[src/verilog/dsp_pkg.sv]
// DSP shared types package with the operand widths, opcodes and lane structs.

package dsp_pkg;

    ////////////////////
    // widths
    ////////////////////

    // A and B operand width.
    localparam int DSP_A_W = 18;
    // C operand and P result width.
    localparam int DSP_C_W = 48;

    ////////////////////
    // opcodes
    ////////////////////

    // codes not listed here execute as pass.
    typedef enum logic [7:0] {
        OP_PASS   = 8'h00,
        OP_MUL    = 8'h01,
        OP_MULADD = 8'h02,
        OP_MULSUB = 8'h03,
        OP_ADD    = 8'h04
    } dsp_op_t;

    ////////////////////
    // bus payloads
    ////////////////////

    // operands of one lane.
    typedef struct packed {
        logic signed [DSP_A_W-1:0] a;
        logic signed [DSP_A_W-1:0] b;
        logic signed [DSP_C_W-1:0] c;
    } dsp_lane_t;

    // one command, both lanes run the same op.
    typedef struct packed {
        dsp_op_t   op;
        dsp_lane_t lane_l;
        dsp_lane_t lane_r;
    } dsp_cmd_t;

    // lane results, wrapped to 48 bits.
    typedef struct packed {
        logic [DSP_C_W-1:0] p_l;
        logic [DSP_C_W-1:0] p_r;
    } dsp_res_t;

endpackage

[src/verilog/dsp_if.sv]
// DSP bus link carrying one four-phase req/ack transaction between client and server.

`timescale 1ns/1ps

interface dsp_if;

    import dsp_pkg::*;

    ////////////////////
    // handshake
    ////////////////////

    // raised by the client with cmd stable.
    logic req;
    // raised by the server once res is valid.
    logic ack;

    ////////////////////
    // payload
    ////////////////////

    // held by the client while req is high.
    dsp_cmd_t cmd;
    // held by the server while ack is high.
    dsp_res_t res;

    // requesting side.
    modport client (
        output req,
        output cmd,
        input  ack,
        input  res
    );

    // serving side.
    modport server (
        input  req,
        input  cmd,
        output ack,
        output res
    );

    // sequence is req up, ack up, req down, ack down.
    // a new req waits for ack low.

endinterface

[src/verilog/dsp_slice.sv]
// DSP slice with two multiply-accumulate lanes behind a four-phase server link.

`timescale 1ns/1ps

module dsp_slice #(
    // two or more, the product stage takes one cycle.
    parameter int SLICE_LAT = 2
) (
    input  logic  clk,
    input  logic  rst_n,
    dsp_if.server bus
);

    import dsp_pkg::*;

    localparam int PROD_W = 2 * DSP_A_W;

    logic                 req_q;
    logic                 start;
    logic [SLICE_LAT-1:0] vld_q;
    logic                 ack_q;
    dsp_cmd_t             cmd_q;
    logic signed [PROD_W-1:0] prod_l_q;
    logic signed [PROD_W-1:0] prod_r_q;
    dsp_res_t             res_q;

    // final stage of one lane.
    function automatic logic [DSP_C_W-1:0] lane_calc(
        input dsp_op_t                  op,
        input dsp_lane_t                ln,
        input logic signed [PROD_W-1:0] prod
    );
        logic [DSP_C_W-1:0] m;
        logic [DSP_C_W-1:0] a_x;
        logic [DSP_C_W-1:0] r;
        m   = {{(DSP_C_W-PROD_W){prod[PROD_W-1]}}, prod};
        a_x = {{(DSP_C_W-DSP_A_W){ln.a[DSP_A_W-1]}}, ln.a};
        case (op)
            OP_MUL:    r = m;
            OP_MULADD: r = m + ln.c;
            OP_MULSUB: r = ln.c - m;
            OP_ADD:    r = a_x + ln.c;
            default:   r = ln.c;
        endcase
        return r;
    endfunction

    assign start = bus.req & ~req_q;

    ////////////////////
    // control
    ////////////////////

    always_ff @(posedge clk or negedge rst_n) begin
        if (!rst_n) begin
            req_q <= 1'b0;
            vld_q <= '0;
            ack_q <= 1'b0;
        end else begin
            req_q    <= bus.req;
            vld_q[0] <= start;
            for (int k = 1; k < SLICE_LAT; k++) begin
                vld_q[k] <= vld_q[k-1];
            end
            if (vld_q[SLICE_LAT-1]) begin
                ack_q <= 1'b1;
            end else if (!bus.req) begin
                ack_q <= 1'b0;
            end
        end
    end

    ////////////////////
    // datapath
    ////////////////////

    always_ff @(posedge clk) begin
        if (start) begin
            cmd_q <= bus.cmd;
        end
        prod_l_q <= $signed(cmd_q.lane_l.a) * $signed(cmd_q.lane_l.b);
        prod_r_q <= $signed(cmd_q.lane_r.a) * $signed(cmd_q.lane_r.b);
        // result lands with ack.
        if (vld_q[SLICE_LAT-1]) begin
            res_q.p_l <= lane_calc(cmd_q.op, cmd_q.lane_l, prod_l_q);
            res_q.p_r <= lane_calc(cmd_q.op, cmd_q.lane_r, prod_r_q);
        end
    end

    assign bus.ack = ack_q;
    assign bus.res = res_q;

    a_cmd_stable: assert property (@(posedge clk) disable iff (!rst_n)
        bus.req && $past(bus.req) |-> $stable(bus.cmd));

endmodule

[src/flat_wrapper.sv]
// flat-port wrapper written by rule: the top's interface ports become plain ports
module dsp_slice_flat import dsp_pkg::*;
#(
                                                      
    parameter int SLICE_LAT = 2
)
  (clk, rst_n, bus_req, bus_cmd, bus_ack, bus_res);
  dsp_if bus_i ();
  input  logic clk;
  input  logic rst_n;
  input wire logic [$bits(bus_i.req)-1:0] bus_req;
  input wire logic [$bits(bus_i.cmd)-1:0] bus_cmd;
  output wire logic [$bits(bus_i.ack)-1:0] bus_ack;
  output wire logic [$bits(bus_i.res)-1:0] bus_res;
  assign bus_i.req = bus_req;
  assign bus_i.cmd = bus_cmd;
  assign bus_ack = bus_i.ack;
  assign bus_res = bus_i.res;
  dsp_slice #(.SLICE_LAT(SLICE_LAT)) u_core (.clk(clk), .rst_n(rst_n), .bus(bus_i));
endmodule
[config.mk]
export PLATFORM = sky130hd
export DESIGN_NAME = dsp_slice_flat
export DESIGN_NICKNAME = d
export VERILOG_FILES = /design/src/verilog/dsp_pkg.sv /design/src/verilog/dsp_if.sv /design/src/verilog/dsp_slice.sv /design/src/flat_wrapper.sv
export SDC_FILE = /design/constraint.sdc
export NUM_CORES = 2
export LEC_CHECK = 0
export BUFFER_PORTS_ARGS = -buffer_cell sky130_fd_sc_hd__buf_4
export CORE_MARGIN = 4
export CORE_UTILIZATION = 50
export DETAILED_ROUTE_END_ITERATION = 8
export GPL_ROUTABILITY_DRIVEN = 0
export PLACE_DENSITY_LB_ADDON = 0.05
export SYNTH_ARGS = -nofsm -noshare
export SYNTH_HDL_FRONTEND = slang
export SYNTH_SLANG_ARGS = --single-unit
[constraint.sdc]
create_clock -name clk -period 10.4 [get_ports clk]
set_input_delay 0.52 -clock clk [delete_from_list [all_inputs] [get_ports clk]]
set_output_delay 0.52 -clock clk [all_outputs]
set_load 0.01 [all_outputs]
==> results.toml <==
[placed_design]
place_area_um2 = 45500
dpl.hpwl_um = 91300
portBuffers = 275

[detailed_routing]
vias = 31300
ant_nets = 0
drt-pass1-iter-count = 7
drtIter0Drc = 1970
viasPerCell = 5.49
drt-wirelength-per-cell_um = 20.3
drt_wl_total_um = 116000
drc_errors = 0

[worst_setup_path]
crit_arrival_ns = 8.11
rr_endpoint = "u_core.prod_l_q[32]"
endpoint = "u_core.prod_l_q[32]"
startpoint_type = "register"
r2r_setup_slack_ns = 2.83
crit_fanout = 19
end_kind = "register"
startpoint = "u_core.cmd_q[156]"
reg2reg_from = "u_core.cmd_q[156]"
worstSetupPathType = "reg -> reg"
worst-r2r-cell-count = 21
required_ns = 10.94

[run_status]
status = "finished, final reports clean"

[clock_tree]
cts_max_path_buffers = 3
cts_resized = 0
worstSkewPairLatency_ns = 0.62
htreeDepth = 2
cts_tree = "yes"
clk_pin_slew_ns = 0.06
clock_sinks = 348
cts-root-buf = "clkbuf_16"
numCtsBuffers = 43

[yosys]
syn_inst = 4393
synth-async-reset-ratio = 0.0115
synth_seq_cells = 348
syn_area_um2 = 42600
syn_nets = 5514
ys_warn_count = 0
syn_area_per_cell_um2 = 9.70
yosysUniqueCellTypes = 72
synth_edf_count = 272
synth_flop_cell = "edfxtp_1"
ys_seq_area_frac = 0.228

[timing]
slew_headroom = 0.256
min_period_over_period = 0.728
period_needed_ns = 7.57
skew_ns = 0.0291
hold_viol = 0
setup_viol = 0
maxSlewViolCount = 0
grt_setup_unrepaired = "no"
setup_tns_ns = 0
fmax_mhz = 132
worstMarginPinSlew_ns = 1.12

[floorplan]
die-area_um2 = 90000
die_y_um = 300
core_um2 = 84100
fp.dieW_um = 300
start_util = 0.507
placementRows = 106
pin_count = 276

[power_and_ir_drop]
powerDensity_nw_per_um2 = 357
leakagePower_nw = 21.5
peakVddDrop_uv = 565

[layout]
num-nets-final = 5649
syn2layout_area_growth_pct = 10.3
diodes = 0
drive_gt1_frac = 0.0861
design_area_um2 = 47000

[global_routing]
gr-total-overflow = 0
grt_pass1_wl_um = 186000
grt_pass1_vias = 32600
grt_antenna_before_repair = 1
grt_max_degree = 72
track_usage = 0.264

[run]
cap_viol_max_count = 0

[hold_path]
hold_path_class = "in -> reg"
==> through the flow <==
stage / total power [mW] / std cells / hold slack [ns] / utilization / setup slack, ns
2_1_floorplan: 11.8 / 4393 / 0.224 / - / 1.32
3_3_place_gp: 15.1 / 5616 / 0.318 / 0.541 / 3.05
3_5_place_dp: 15.1 / 5616 / 0.319 / 0.541 / 2.90
4_1_cts: 16.8 / 5697 / 0.00136 / 0.559 / 2.85
5_1_grt: 18.7 / 5697 / 0.0107 / 0.559 / 2.24
6_report: 16.8 / 5697 / 0.0354 / 0.559 / 2.83
==> logic make-up after synthesis <==
family / count (synthesis) / synth area share
AOI/OAI and AO/OA: 748 / 0.114
DFF: 348 / 0.228
adders and majority gates: 942 / 0.393
and+or+nand+nor: 1229 / 0.147
xor gates and xnor gates: 148 / 0.0304
muxes: 12 / 0.00294
buffers and inverters: 966 / 0.0853
==> flip-flops by register name, indices dropped and copies added (netlist names) <==
name and count:
u_core.bus.res 96, u_core.cmd_q 176, u_core.prod_r_q 36, u_core.bus.ack 1, u_core.req_q 1, u_core.vld_q 2
u_core.prod_l_q 36
==> critical path: stages, from the launching register on <==
cell       delay, ns
edfxtp_1        0.86
nand2_1         0.18
fa_1            0.56
inv_1           0.05
fa_1            0.45
ha_1            0.29
ha_1            0.28
ha_1            0.27
inv_1           0.04
fa_1            0.51
inv_1           0.05
ha_1            0.27
a21o_1          0.16
a21o_1          0.22
a2111oi_0       0.75
o21ai_0         0.44
a221oi_1        0.68
nor4_1          0.15
a2111oi_0       0.66
o21ai_0         0.22
a31oi_1         0.24
xnor2_1         0.15
==> cells in the final DEF, fill, tap and decap left out, drive strengths merged, types with 18 or more instances in the layout <==
cell type  instances
inv              764
fa               660
nand2            435
and2             344
buf              295
ha               282
edfxtp           272
o21ai            210
a21oi            166
nor2             137
xnor2            102
a21o              85
dfxtp             72
a22oi             62
nor3              55
nand3             51
clkbuf            50
xor2              46
a221o             44
nand2b            39
nor2b             30
or3               27
and3              25
o311ai            25
a31oi             20
nor3b             19
o211ai            18
==> repair_timing <==
action                                 in CTS  in global routing
endpoints found under the hold margin       4                  0
hold buffers                                1                  0
buffers inserted                            0                  0
==> report_power, final <==
group          switching, mW  internal (mW)  total (mW)
Combinational           7.39           5.53        12.9
Clock                  0.653          0.919        1.57
Sequential             0.407           1.91        2.31
==> metal layers <==
layer / global-route usage / vias to the layer above / share of wire
met1: 0.390 / 15700 / 0.47
met5: 0 / - / 0
li1: - / 14600 / -
met4: 0.0582 / 0 / 0.022
met3: 0.0383 / 127 / 0.063
met2: 0.415 / 901 / 0.45
==> cell usage after synthesis, drive strengths merged (5+ instances only) <==
cell type | count | share of area
or4 | 9 | 0.0018
mux2i | 8 | 0.0019
nor2 | 137 | 0.012
nand2 | 435 | 0.038
a22oi | 62 | 0.011
dfxtp | 72 | 0.034
nor2b | 30 | 0.0044
or3 | 27 | 0.0040
nand3 | 51 | 0.0061
nor3b | 19 | 0.0033
xnor2 | 102 | 0.021
a2111oi | 5 | 0.0010
a21oi | 166 | 0.019
o21ai | 210 | 0.025
a221oi | 9 | 0.0018
clkbuf | 200 | 0.018
inv | 760 | 0.067
a31oi | 20 | 0.0029
a211o | 7 | 0.0014
o31a | 5 | 0.0010
o21a | 17 | 0.0030
o31ai | 17 | 0.0030
buf | 6 | 0.00079
and4 | 5 | 0.0010
nand4 | 17 | 0.0025
nand2b | 39 | 0.0059
o211ai | 18 | 0.0032
ha | 282 | 0.083
and2 | 344 | 0.050
o311ai | 25 | 0.0051
a21o | 85 | 0.015
nor4 | 17 | 0.0026
a221o | 44 | 0.010
o21bai | 13 | 0.0023
edfxtp | 272 | 0.19
and3 | 25 | 0.0037
a211oi | 10 | 0.0018
or2 | 9 | 0.0013
nor3 | 55 | 0.0070
fa | 660 | 0.31
xor2 | 46 | 0.0095
==> area by class of cell <==
cell class                      count  area, um2
Clock buffer                       50       1130
Clock inverter                     30        348
Fill cell                        7665      37100
Inverter                          760       2850
Multi-Input combinational cell   3079      29300
Sequential cell                   348       9710
Tap cell                         1134       1420
Timing Repair Buffer              296       2220
==> worst min-delay path by stage <==
stage | from | end | slack (ns) | cells after the start
finish | bus_req | u_core.req_q | 0.04 | 1
floorplan | rst_n | u_core.bus.ack | 0.22 | 0
global route | bus_req | u_core.req_q | 0.01 | 1
global placement | rst_n | u_core.bus.ack | 0.32 | 1
detailed placement | rst_n | u_core.bus.ack | 0.32 | 1
CTS | bus_req | u_core.req_q | 0.001 | 1
(Power assumes the default switching activity.)
