$ cat src/verilog/dsp_pkg.sv
// DSP shared types package with the operand widths, opcodes and lane structs.

package dsp_pkg;

    ////////////////////
    // widths
    ////////////////////

    // A and B operand width.
    localparam int DSP_A_W = 18;
    // C operand and P result width.
    localparam int DSP_C_W = 48;

    ////////////////////
    // opcodes
    ////////////////////

    // codes not listed here execute as pass.
    typedef enum logic [7:0] {
        OP_PASS   = 8'h00,
        OP_MUL    = 8'h01,
        OP_MULADD = 8'h02,
        OP_MULSUB = 8'h03,
        OP_ADD    = 8'h04
    } dsp_op_t;

    ////////////////////
    // bus payloads
    ////////////////////

    // operands of one lane.
    typedef struct packed {
        logic signed [DSP_A_W-1:0] a;
        logic signed [DSP_A_W-1:0] b;
        logic signed [DSP_C_W-1:0] c;
    } dsp_lane_t;

    // one command, both lanes run the same op.
    typedef struct packed {
        dsp_op_t   op;
        dsp_lane_t lane_l;
        dsp_lane_t lane_r;
    } dsp_cmd_t;

    // lane results, wrapped to 48 bits.
    typedef struct packed {
        logic [DSP_C_W-1:0] p_l;
        logic [DSP_C_W-1:0] p_r;
    } dsp_res_t;

endpackage

$ cat src/verilog/dsp_if.sv
// DSP bus link carrying one four-phase req/ack transaction between client and server.

`timescale 1ns/1ps

interface dsp_if;

    import dsp_pkg::*;

    ////////////////////
    // handshake
    ////////////////////

    // raised by the client with cmd stable.
    logic req;
    // raised by the server once res is valid.
    logic ack;

    ////////////////////
    // payload
    ////////////////////

    // held by the client while req is high.
    dsp_cmd_t cmd;
    // held by the server while ack is high.
    dsp_res_t res;

    // requesting side.
    modport client (
        output req,
        output cmd,
        input  ack,
        input  res
    );

    // serving side.
    modport server (
        input  req,
        input  cmd,
        output ack,
        output res
    );

    // sequence is req up, ack up, req down, ack down.
    // a new req waits for ack low.

endinterface

$ cat src/verilog/dsp_client_port.sv
// DSP client port that registers one outside command and runs it over the shared bus.

`timescale 1ns/1ps

module dsp_client_port (
    input  logic              clk,
    input  logic              rst_n,
    input  logic              ch_req,
    output logic              ch_ack,
    input  dsp_pkg::dsp_cmd_t ch_cmd,
    output dsp_pkg::dsp_res_t ch_res,
    dsp_if.client             bus
);

    import dsp_pkg::*;

    typedef enum logic [1:0] {
        ST_IDLE,
        ST_BUSY,
        ST_DONE
    } state_t;

    state_t   state_q;
    logic     req_q;
    logic     ack_q;
    logic     take;
    dsp_cmd_t cmd_q;
    dsp_res_t res_q;

    // new command once the previous bus ack is gone.
    assign take = (state_q == ST_IDLE) && ch_req && !bus.ack;

    ////////////////////
    // sequencer
    ////////////////////

    always_ff @(posedge clk or negedge rst_n) begin
        if (!rst_n) begin
            state_q <= ST_IDLE;
            req_q   <= 1'b0;
            ack_q   <= 1'b0;
            res_q   <= '0;
        end else begin
            case (state_q)
                ST_IDLE: begin
                    if (take) begin
                        req_q   <= 1'b1;
                        state_q <= ST_BUSY;
                    end
                end
                ST_BUSY: begin
                    // result is valid with bus ack.
                    if (bus.ack) begin
                        res_q   <= bus.res;
                        req_q   <= 1'b0;
                        ack_q   <= 1'b1;
                        state_q <= ST_DONE;
                    end
                end
                ST_DONE: begin
                    if (!ch_req) begin
                        ack_q   <= 1'b0;
                        state_q <= ST_IDLE;
                    end
                end
                default: state_q <= ST_IDLE;
            endcase
        end
    end

    // command copy frees the outside channel.
    always_ff @(posedge clk) begin
        if (take) begin
            cmd_q <= ch_cmd;
        end
    end

    assign bus.req = req_q;
    assign bus.cmd = cmd_q;
    assign ch_ack  = ack_q;
    assign ch_res  = res_q;

    // channel ack rises with bus req low, and the server drops its ack next.
    a_ack_after_bus: assert property (@(posedge clk) disable iff (!rst_n)
        $rose(ch_ack) |-> !bus.req ##1 !bus.ack);

endmodule

$ cat src/flat_wrapper.sv
// flat-port wrapper written by rule: the top's interface ports become plain ports
module dsp_client_port_flat import dsp_pkg::*;
  (clk, rst_n, ch_req, ch_ack, ch_cmd, ch_res, bus_req, bus_cmd, bus_ack, bus_res);
  dsp_if bus_i ();
  input  logic clk;
  input  logic rst_n;
  input  logic ch_req;
  output logic ch_ack;
  input  dsp_pkg::dsp_cmd_t ch_cmd;
  output dsp_pkg::dsp_res_t ch_res;
  output wire logic [$bits(bus_i.req)-1:0] bus_req;
  output wire logic [$bits(bus_i.cmd)-1:0] bus_cmd;
  input wire logic [$bits(bus_i.ack)-1:0] bus_ack;
  input wire logic [$bits(bus_i.res)-1:0] bus_res;
  assign bus_req = bus_i.req;
  assign bus_cmd = bus_i.cmd;
  assign bus_i.ack = bus_ack;
  assign bus_i.res = bus_res;
  dsp_client_port u_core (.clk(clk), .rst_n(rst_n), .ch_req(ch_req), .ch_ack(ch_ack), .ch_cmd(ch_cmd), .ch_res(ch_res), .bus(bus_i));
endmodule
$ cat config.mk
export PLATFORM = sky130hd
export DESIGN_NAME = dsp_client_port_flat
export DESIGN_NICKNAME = d
export VERILOG_FILES = /design/src/verilog/dsp_pkg.sv /design/src/verilog/dsp_if.sv /design/src/verilog/dsp_client_port.sv /design/src/flat_wrapper.sv
export SDC_FILE = /design/constraint.sdc
export NUM_CORES = 1
export LEC_CHECK = 0
export ABC_AREA = 1
export ABC_CLOCK_PERIOD_IN_PS = 6600
export BUFFER_PORTS_ARGS = -buffer_cell sky130_fd_sc_hd__buf_4
export CAP_MARGIN = 20
export CORE_AREA = 2 2 216 218
export DETAILED_ROUTE_END_ITERATION = 8
export DIE_AREA = 0 0 218 220
export PLACE_DENSITY = 0.48
export REMOVE_ABC_BUFFERS = 1
export SLEW_MARGIN = 20
export SYNTH_ARGS = -nofsm -noshare
export SYNTH_HDL_FRONTEND = slang
export SYNTH_SLANG_ARGS = --single-unit
$ cat constraint.sdc
create_clock -name clk -period 6.6 [get_ports clk]
set_input_delay 0.99 -clock clk [delete_from_list [all_inputs] [get_ports clk]]
set_output_delay 0.99 -clock clk [all_outputs]
set_load 0.005 [all_outputs]
==> metrics.md, run 1 <==
| Metric | Value |
|---|---|
| Die height | `220 um` |
| Post-Syn Instances | `621` |
| Commonest cells in the netlist | `nand2_1, edfxtp_1, dfrtp_1` |
| Total gr overflow | `0` |
| Total CTS buffers | `34` |
| Final setup TNS | `0 ps` |
| Startpoint Class | `input pin` |
| Placement Setup Slack | `3179 ps` |
| Worst reg2reg path depth | `4` |
| Antenna violations before repair | `6` |
| Core area | `45860 um^2` |
| Row count | `79` |
| Share of cells above drive strength 1 | `50.92%` |
| Share of the synthesized area in the top cell type | `56.28%` |
| Hold crit path type | `input pin to asynchronous set/reset pin` |
| Net count, final | `1446` |
| Worst-Margin Slew | `990.1 ps` |
| CP endpoint kind | `flip-flop` |
| Pwr/cell area | `318.5 nW/um^2` |
| Worst r2r dst | `u_core.bus.cmd[154]$_DFFE_PP_` |
| 1st-iter DRT viols | `288` |
| CTS tree | `done` |
| Leak Pwr | `6.946 nW` |
| Pre-antenna DRT Iters | `4` |
| Area of the mapped netlist | `9390 um^2` |
| Worst VDD drop | `0.0001667 V` |
| GRT Total Usage | `14.55%` |
| Max-Cap Viols | `0` |
| Clock Skew | `12.74 ps` |
| H-Tree Depth | `2` |
| Worst-path clk slew | `60 ps` |
| PnR worst setup slack | `3667 ps` |
| Top cells by area, synth | `edfxtp_1, dfrtp_1, nand2_1` |
| Worst skew pair latency | `530 ps` |
| Rel. slew slack | `34.00%` |
| Detailed placement HPWL | `27840 um` |
| PortBufs | `549` |
| Synth Warn # | `0` |
| GP Congestion | `0.8428` |
| DR vias | `7220` |
| Max Buffers Root-to-Sink | `3` |
| Total Wirelength | `36800 um` |
| Yosys cell types | `15` |
| WL/cell | `20.41 um` |
| WP data arrival | `3090 ps` |
| Area Growth Syn to Fin | `62.23%` |
| Sequential fraction of the synthesis area | `82.93%` |
| Chip Width | `218 um` |
| Biggest area consumer among synthesized cells | `edfxtp_1` |
| Post-CTS Resized | `0` |
| Crit share post-route | `44.44%` |
| Synth Flop Type | `edfxtp_1` |
| Worst R2R Start | `u_core.state_q[0]$_DFFE_PN0P_` |
| Post-DRT Antenna Nets | `0` |
| Synthesized area per cell | `15.12 um^2` |
| EDFF count, synth | `176` |
| Filler instances | `4699` |
| Max-slew violations | `0` |
| Async S/R FF share, synth | `36.23%` |
| Clk root buf | `clkbuf_16` |
| Top Ports | `550` |
| Max frequency | `341.0 MHz` |
| Initial Util | `20.47%` |
| Most frequent cell after synthesis | `nand2_1` |
| Vias in the first global route | `7466` |
| DRC errors left | `0` |
| Worst Setup Path Type | `input pin to flip-flop` |
| Worst EP required | `6760 ps` |
| #FFs+latches synth | `276` |
| Final hold violations | `0` |
| Finish-stage setup viols | `0` |
| Status | `completed` |
| R2r setup slk | `3770 ps` |
| Final Critical Period | `2933 ps` |
| Crit path max fanout | `129` |
| CTS Hold Bufs | `0` |
| Global-route wire length before repair | `50580 um` |
| Largest net degree at the start of global routing | `130` |
| Post-route insts no fill | `1803` |
| TritonCTS Sinks | `276` |
| Vias per Instance | `4.004` |
| Placed Cells | `1741` |
| Full die area | `47960 um^2` |
| Post-Route Utilization | `33.21%` |
| RSZ-0062 raised after global routing | `no` |
| Postcts setup bufs | `0` |
## state kept, by name, summed over array words and instances (netlist names)
register and cells:
u_core.ch_ack 1, u_core.state_q 2, u_core.bus.req 1, u_core.bus.cmd 176, u_core.ch_res 96
## worst max path at each step
stage / from / endpoint / slack, ps / cells past startpoint
6_report: bus_ack / u_core.bus.cmd[154]$_DFFE_PP_ / 3670 / 5
5_1_grt: bus_ack / u_core.bus.cmd[126]$_DFFE_PP_ / 3560 / 5
4_1_cts: bus_ack / u_core.bus.cmd[161]$_DFFE_PP_ / 3770 / 5
3_5_place_dp: bus_ack / u_core.bus.cmd[7]$_DFFE_PP_ / 3180 / 5
3_3_place_gp: bus_ack / u_core.bus.cmd[150]$_DFFE_PP_ / 3180 / 5
2_1_floorplan: u_core.state_q[0]$_DFFE_PN0P_ / u_core.bus.cmd[0]$_DFFE_PP_ / 1050 / 3
## worst max-delay path: stages
cell	delay, ps
buf_4	200
nor2_1	160
nand3_1	220
inv_8	600
buf_4	670
## power breakdown
part	internal [mW]	leakage, nW	switching [mW]
clock network	1.12	0.539	0.747
registers	2.08	2.87	0.122
logic	0.430	3.54	0.349
## per-layer routing
metal | share of wire, % | up-vias | track usage, %
li1 | - | 3330 | -
met1 | 34 | 3449 | 14.82
met4 | 2.2 | 4 | 4.059
met5 | 0.076 | - | 0
met3 | 12 | 55 | 7.053
met2 | 52 | 382 | 26.36
## cell type report
type	instances	area [um^2]	area share [%]
clock buffer	44	929.6	6.103
inverter	4	22.52	0.1478
timing repair buffer	555	4167	27.35
multi-input combinational	299	1384	9.084
tap	607	759.5	4.986
sequential	276	7791	51.15
antenna	2	5.005	0.03285
clock inverter	16	175.2	1.150
## through the flow
stage | hold slack, ps | instance area [um^2] | power [mW]
global placement | 456.1 | 14120 | 3.026
CTS | 442.8 | 15230 | 4.944
global route | 464.9 | 15230 | 5.115
finish | 468.2 | 15230 | 4.851
floorplan | 464.6 | 9179 | 2.436
detailed placement | 460.5 | 14120 | 3.035
## cells by family after synthesis
group,after synthesis,share of synthesized area [%]
buffers and inverters,46,2.412
DFF,276,82.93
and+or+nand+nor,298,14.58
AOI/OAI and AO/OA,1,0.07998
## layout by cell type, fill, tap and decap left out, drive strengths merged
master    netlist  routed
clkbuf         16      44
nand3           4       4
edfxtp        176     176
bufinv          0       3
nor2            1       1
nand4          96      96
buf            26     555
o21a            1       1
inv             4       7
nand2         197     197
dfrtp         100     100
diode           0       2
clkinvlp        0       1
clkinv          0       9
Power figures use the tool's default switching activity.
==> inputs of run 2 (changes only) <==
--- a/config.mk
+++ b/config.mk
@@ -6,7 +6,7 @@
 export NUM_CORES = 1
 export LEC_CHECK = 0
 export ABC_AREA = 1
-export ABC_CLOCK_PERIOD_IN_PS = 6600
+export ABC_CLOCK_PERIOD_IN_PS = 2900
 export BUFFER_PORTS_ARGS = -buffer_cell sky130_fd_sc_hd__buf_4
 export CAP_MARGIN = 20
 export CORE_AREA = 2 2 216 218
==> constraint.sdc (replaced) <==
create_clock -name clk -period 2.9 [get_ports clk]
set_input_delay 0.435 -clock clk [delete_from_list [all_inputs] [get_ports clk]]
set_output_delay 0.435 -clock clk [all_outputs]
set_load 0.005 [all_outputs]
==> metrics.md, run 2 (same netlist as run 1, synthesis figures left out) <==
| Metric | Value |
|---|---|
| Status | `completed` |
| 1st-iter DRT viols | `269` |
| Worst-Margin Slew | `912.4 ps` |
| Critical path cell sequence | `inv_1, nand3_1, inv_8, buf_4` |
| Worst VDD drop | `0.0004140 V` |
| Commonest non-fill, non-tap cell in the layout | `buf_4` |
| Max frequency | `538.0 MHz` |
| Detailed placement HPWL | `28870 um` |
| Max reg flops | `176` |
| Post-route insts no fill | `1852` |
| Vias in the first global route | `7665` |
| Finish-stage setup viols | `0` |
| Final setup TNS | `0 ps` |
| Placed Area | `14280 um^2` |
| Row count | `79` |
| Total Power | `10.79 mW` |
| Chip Width | `218 um` |
| Initial Util | `20.47%` |
| Worst-path clk slew | `60 ps` |
| Top Ports | `550` |
| H-Tree Depth | `1` |
| Post-Route Utilization | `34.24%` |
| Hold_ws | `46.11 ps` |
| TritonCTS Sinks | `276` |
| Total CTS buffers | `31` |
| Full die area | `47960 um^2` |
| Most frequent cells in the layout | `buf_4, nand2_1, edfxtp_1, dfrtp_1, nand4_1` |
| Finished Cell Area | `15700 um^2` |
| Vias per Instance | `4.006` |
| Crit path max fanout | `52` |
| Final hold violations | `0` |
| WL/cell | `20.12 um` |
| Clock Skew | `8.201 ps` |
| Worst Setup Path Type | `flip-flop to flip-flop` |
| Leak Pwr | `7.150 nW` |
| Hold crit path type | `input pin to flip-flop` |
| Post-CTS Resized | `0` |
| Post-DRT Antenna Nets | `0` |
| RSZ-0062 raised after global routing | `no` |
| Die height | `220 um` |
| CTS tree | `done` |
| Global-route wire length before repair | `51230 um` |
| CP endpoint kind | `flip-flop` |
| GP Congestion | `0.8336` |
| Share of cells above drive strength 1 | `49.44%` |
| Final Critical Period | `1859 ps` |
| PnR worst setup slack | `1041 ps` |
| Antenna violations before repair | `7` |
| WP data arrival | `2110 ps` |
| GRT Total Usage | `14.56%` |
| Placed Cells | `1752` |
| Startpoint Class | `flip-flop` |
| Crit share post-route | `64.10%` |
| Slowest-stage cell, CP | `dfrtp_4` |
| Net count, final | `1495` |
| CP max stage delay | `500 ps` |
| Max-Cap Viols | `0` |
| Worst skew pair latency | `570 ps` |
| DRC errors left | `0` |
| PortBufs | `549` |
| Rel. slew slack | `39.17%` |
| Area Growth Syn to Fin | `67.22%` |
| Pwr/cell area | `687.3 nW/um^2` |
| DR vias | `7420` |
| Largest net degree at the start of global routing | `97` |
| Core area | `45860 um^2` |
| Total Wirelength | `37250 um` |
| Max-slew violations | `0` |
| Worst EP required | `3160 ps` |
| Clk root buf | `clkbuf_16` |
| Pre-antenna DRT Iters | `4` |
| Max Buffers Root-to-Sink | `3` |
| Placement Setup Slack | `823.8 ps` |
| Total gr overflow | `0` |
==> run 2: changes by cell type in the layout (fill, tap and decap cells not counted), sizes merged <==
cell and change:
buf +11, bufinv +1, clkbuf -11, clkinv +7
diode +1, dlygate4sd3 +41, inv -1
==> run 2: layout make-up <==
class | count | area, um^2
fill | 4642 | 30160
sequential | 276 | 7791
timing repair buffer | 607 | 4735
multi-input combinational | 299 | 1384
clock buffer | 33 | 783.3
tap | 607 | 759.5
clock inverter | 23 | 220.2
inverter | 4 | 22.52
antenna | 3 | 7.507
==> run 2: report_power, final <==
part           switching (mW)  total [mW]  internal, mW  leakage [nW]
Clock                    1.60        3.90          2.30         0.490
Sequential              0.271        5.01          4.74          2.87
Combinational           0.838        1.88          1.05          3.79
==> run 2: final timing paths <==
check	from	endpoint	slack, ps	cells past startpoint
min in group asynchronous	rst_n	u_core.ch_res[68]$_DFFE_PN0P_	330	2
hold / removal	ch_cmd[163]	u_core.bus.cmd[163]$_DFFE_PP_	50	1
setup / recovery	u_core.state_q[0]$_DFFE_PN0P_	u_core.bus.cmd[150]$_DFFE_PP_	1040	4
hold reg to reg	u_core.ch_res[64]$_DFFE_PN0P_	u_core.ch_res[64]$_DFFE_PN0P_	470	2
max in group asynchronous	rst_n	u_core.ch_res[1]$_DFFE_PN0P_	1780	3
setup reg to reg	u_core.state_q[0]$_DFFE_PN0P_	u_core.bus.cmd[150]$_DFFE_PP_	1040	4
==> run 2: layer usage <==
| metal | share of wire, % | track usage, % |
|---|---|---|
| met5 | 0.15 | 0 |
| met4 | 2.3 | 4.399 |
| met3 | 12 | 6.722 |
| met2 | 52 | 26.13 |
| met1 | 34 | 15.12 |
==> run 2: worst max-delay path: cells and delay by family, from the launching register on <==
family        cells  cell delay [ps]
buf+inv           3              790
flops             1              500
simple gates      1              210
==> run 2: timing repair <==
item	CTS	global route
hold buffers	41	0
setup buffers	0	0
hold endpoints to repair	65	0
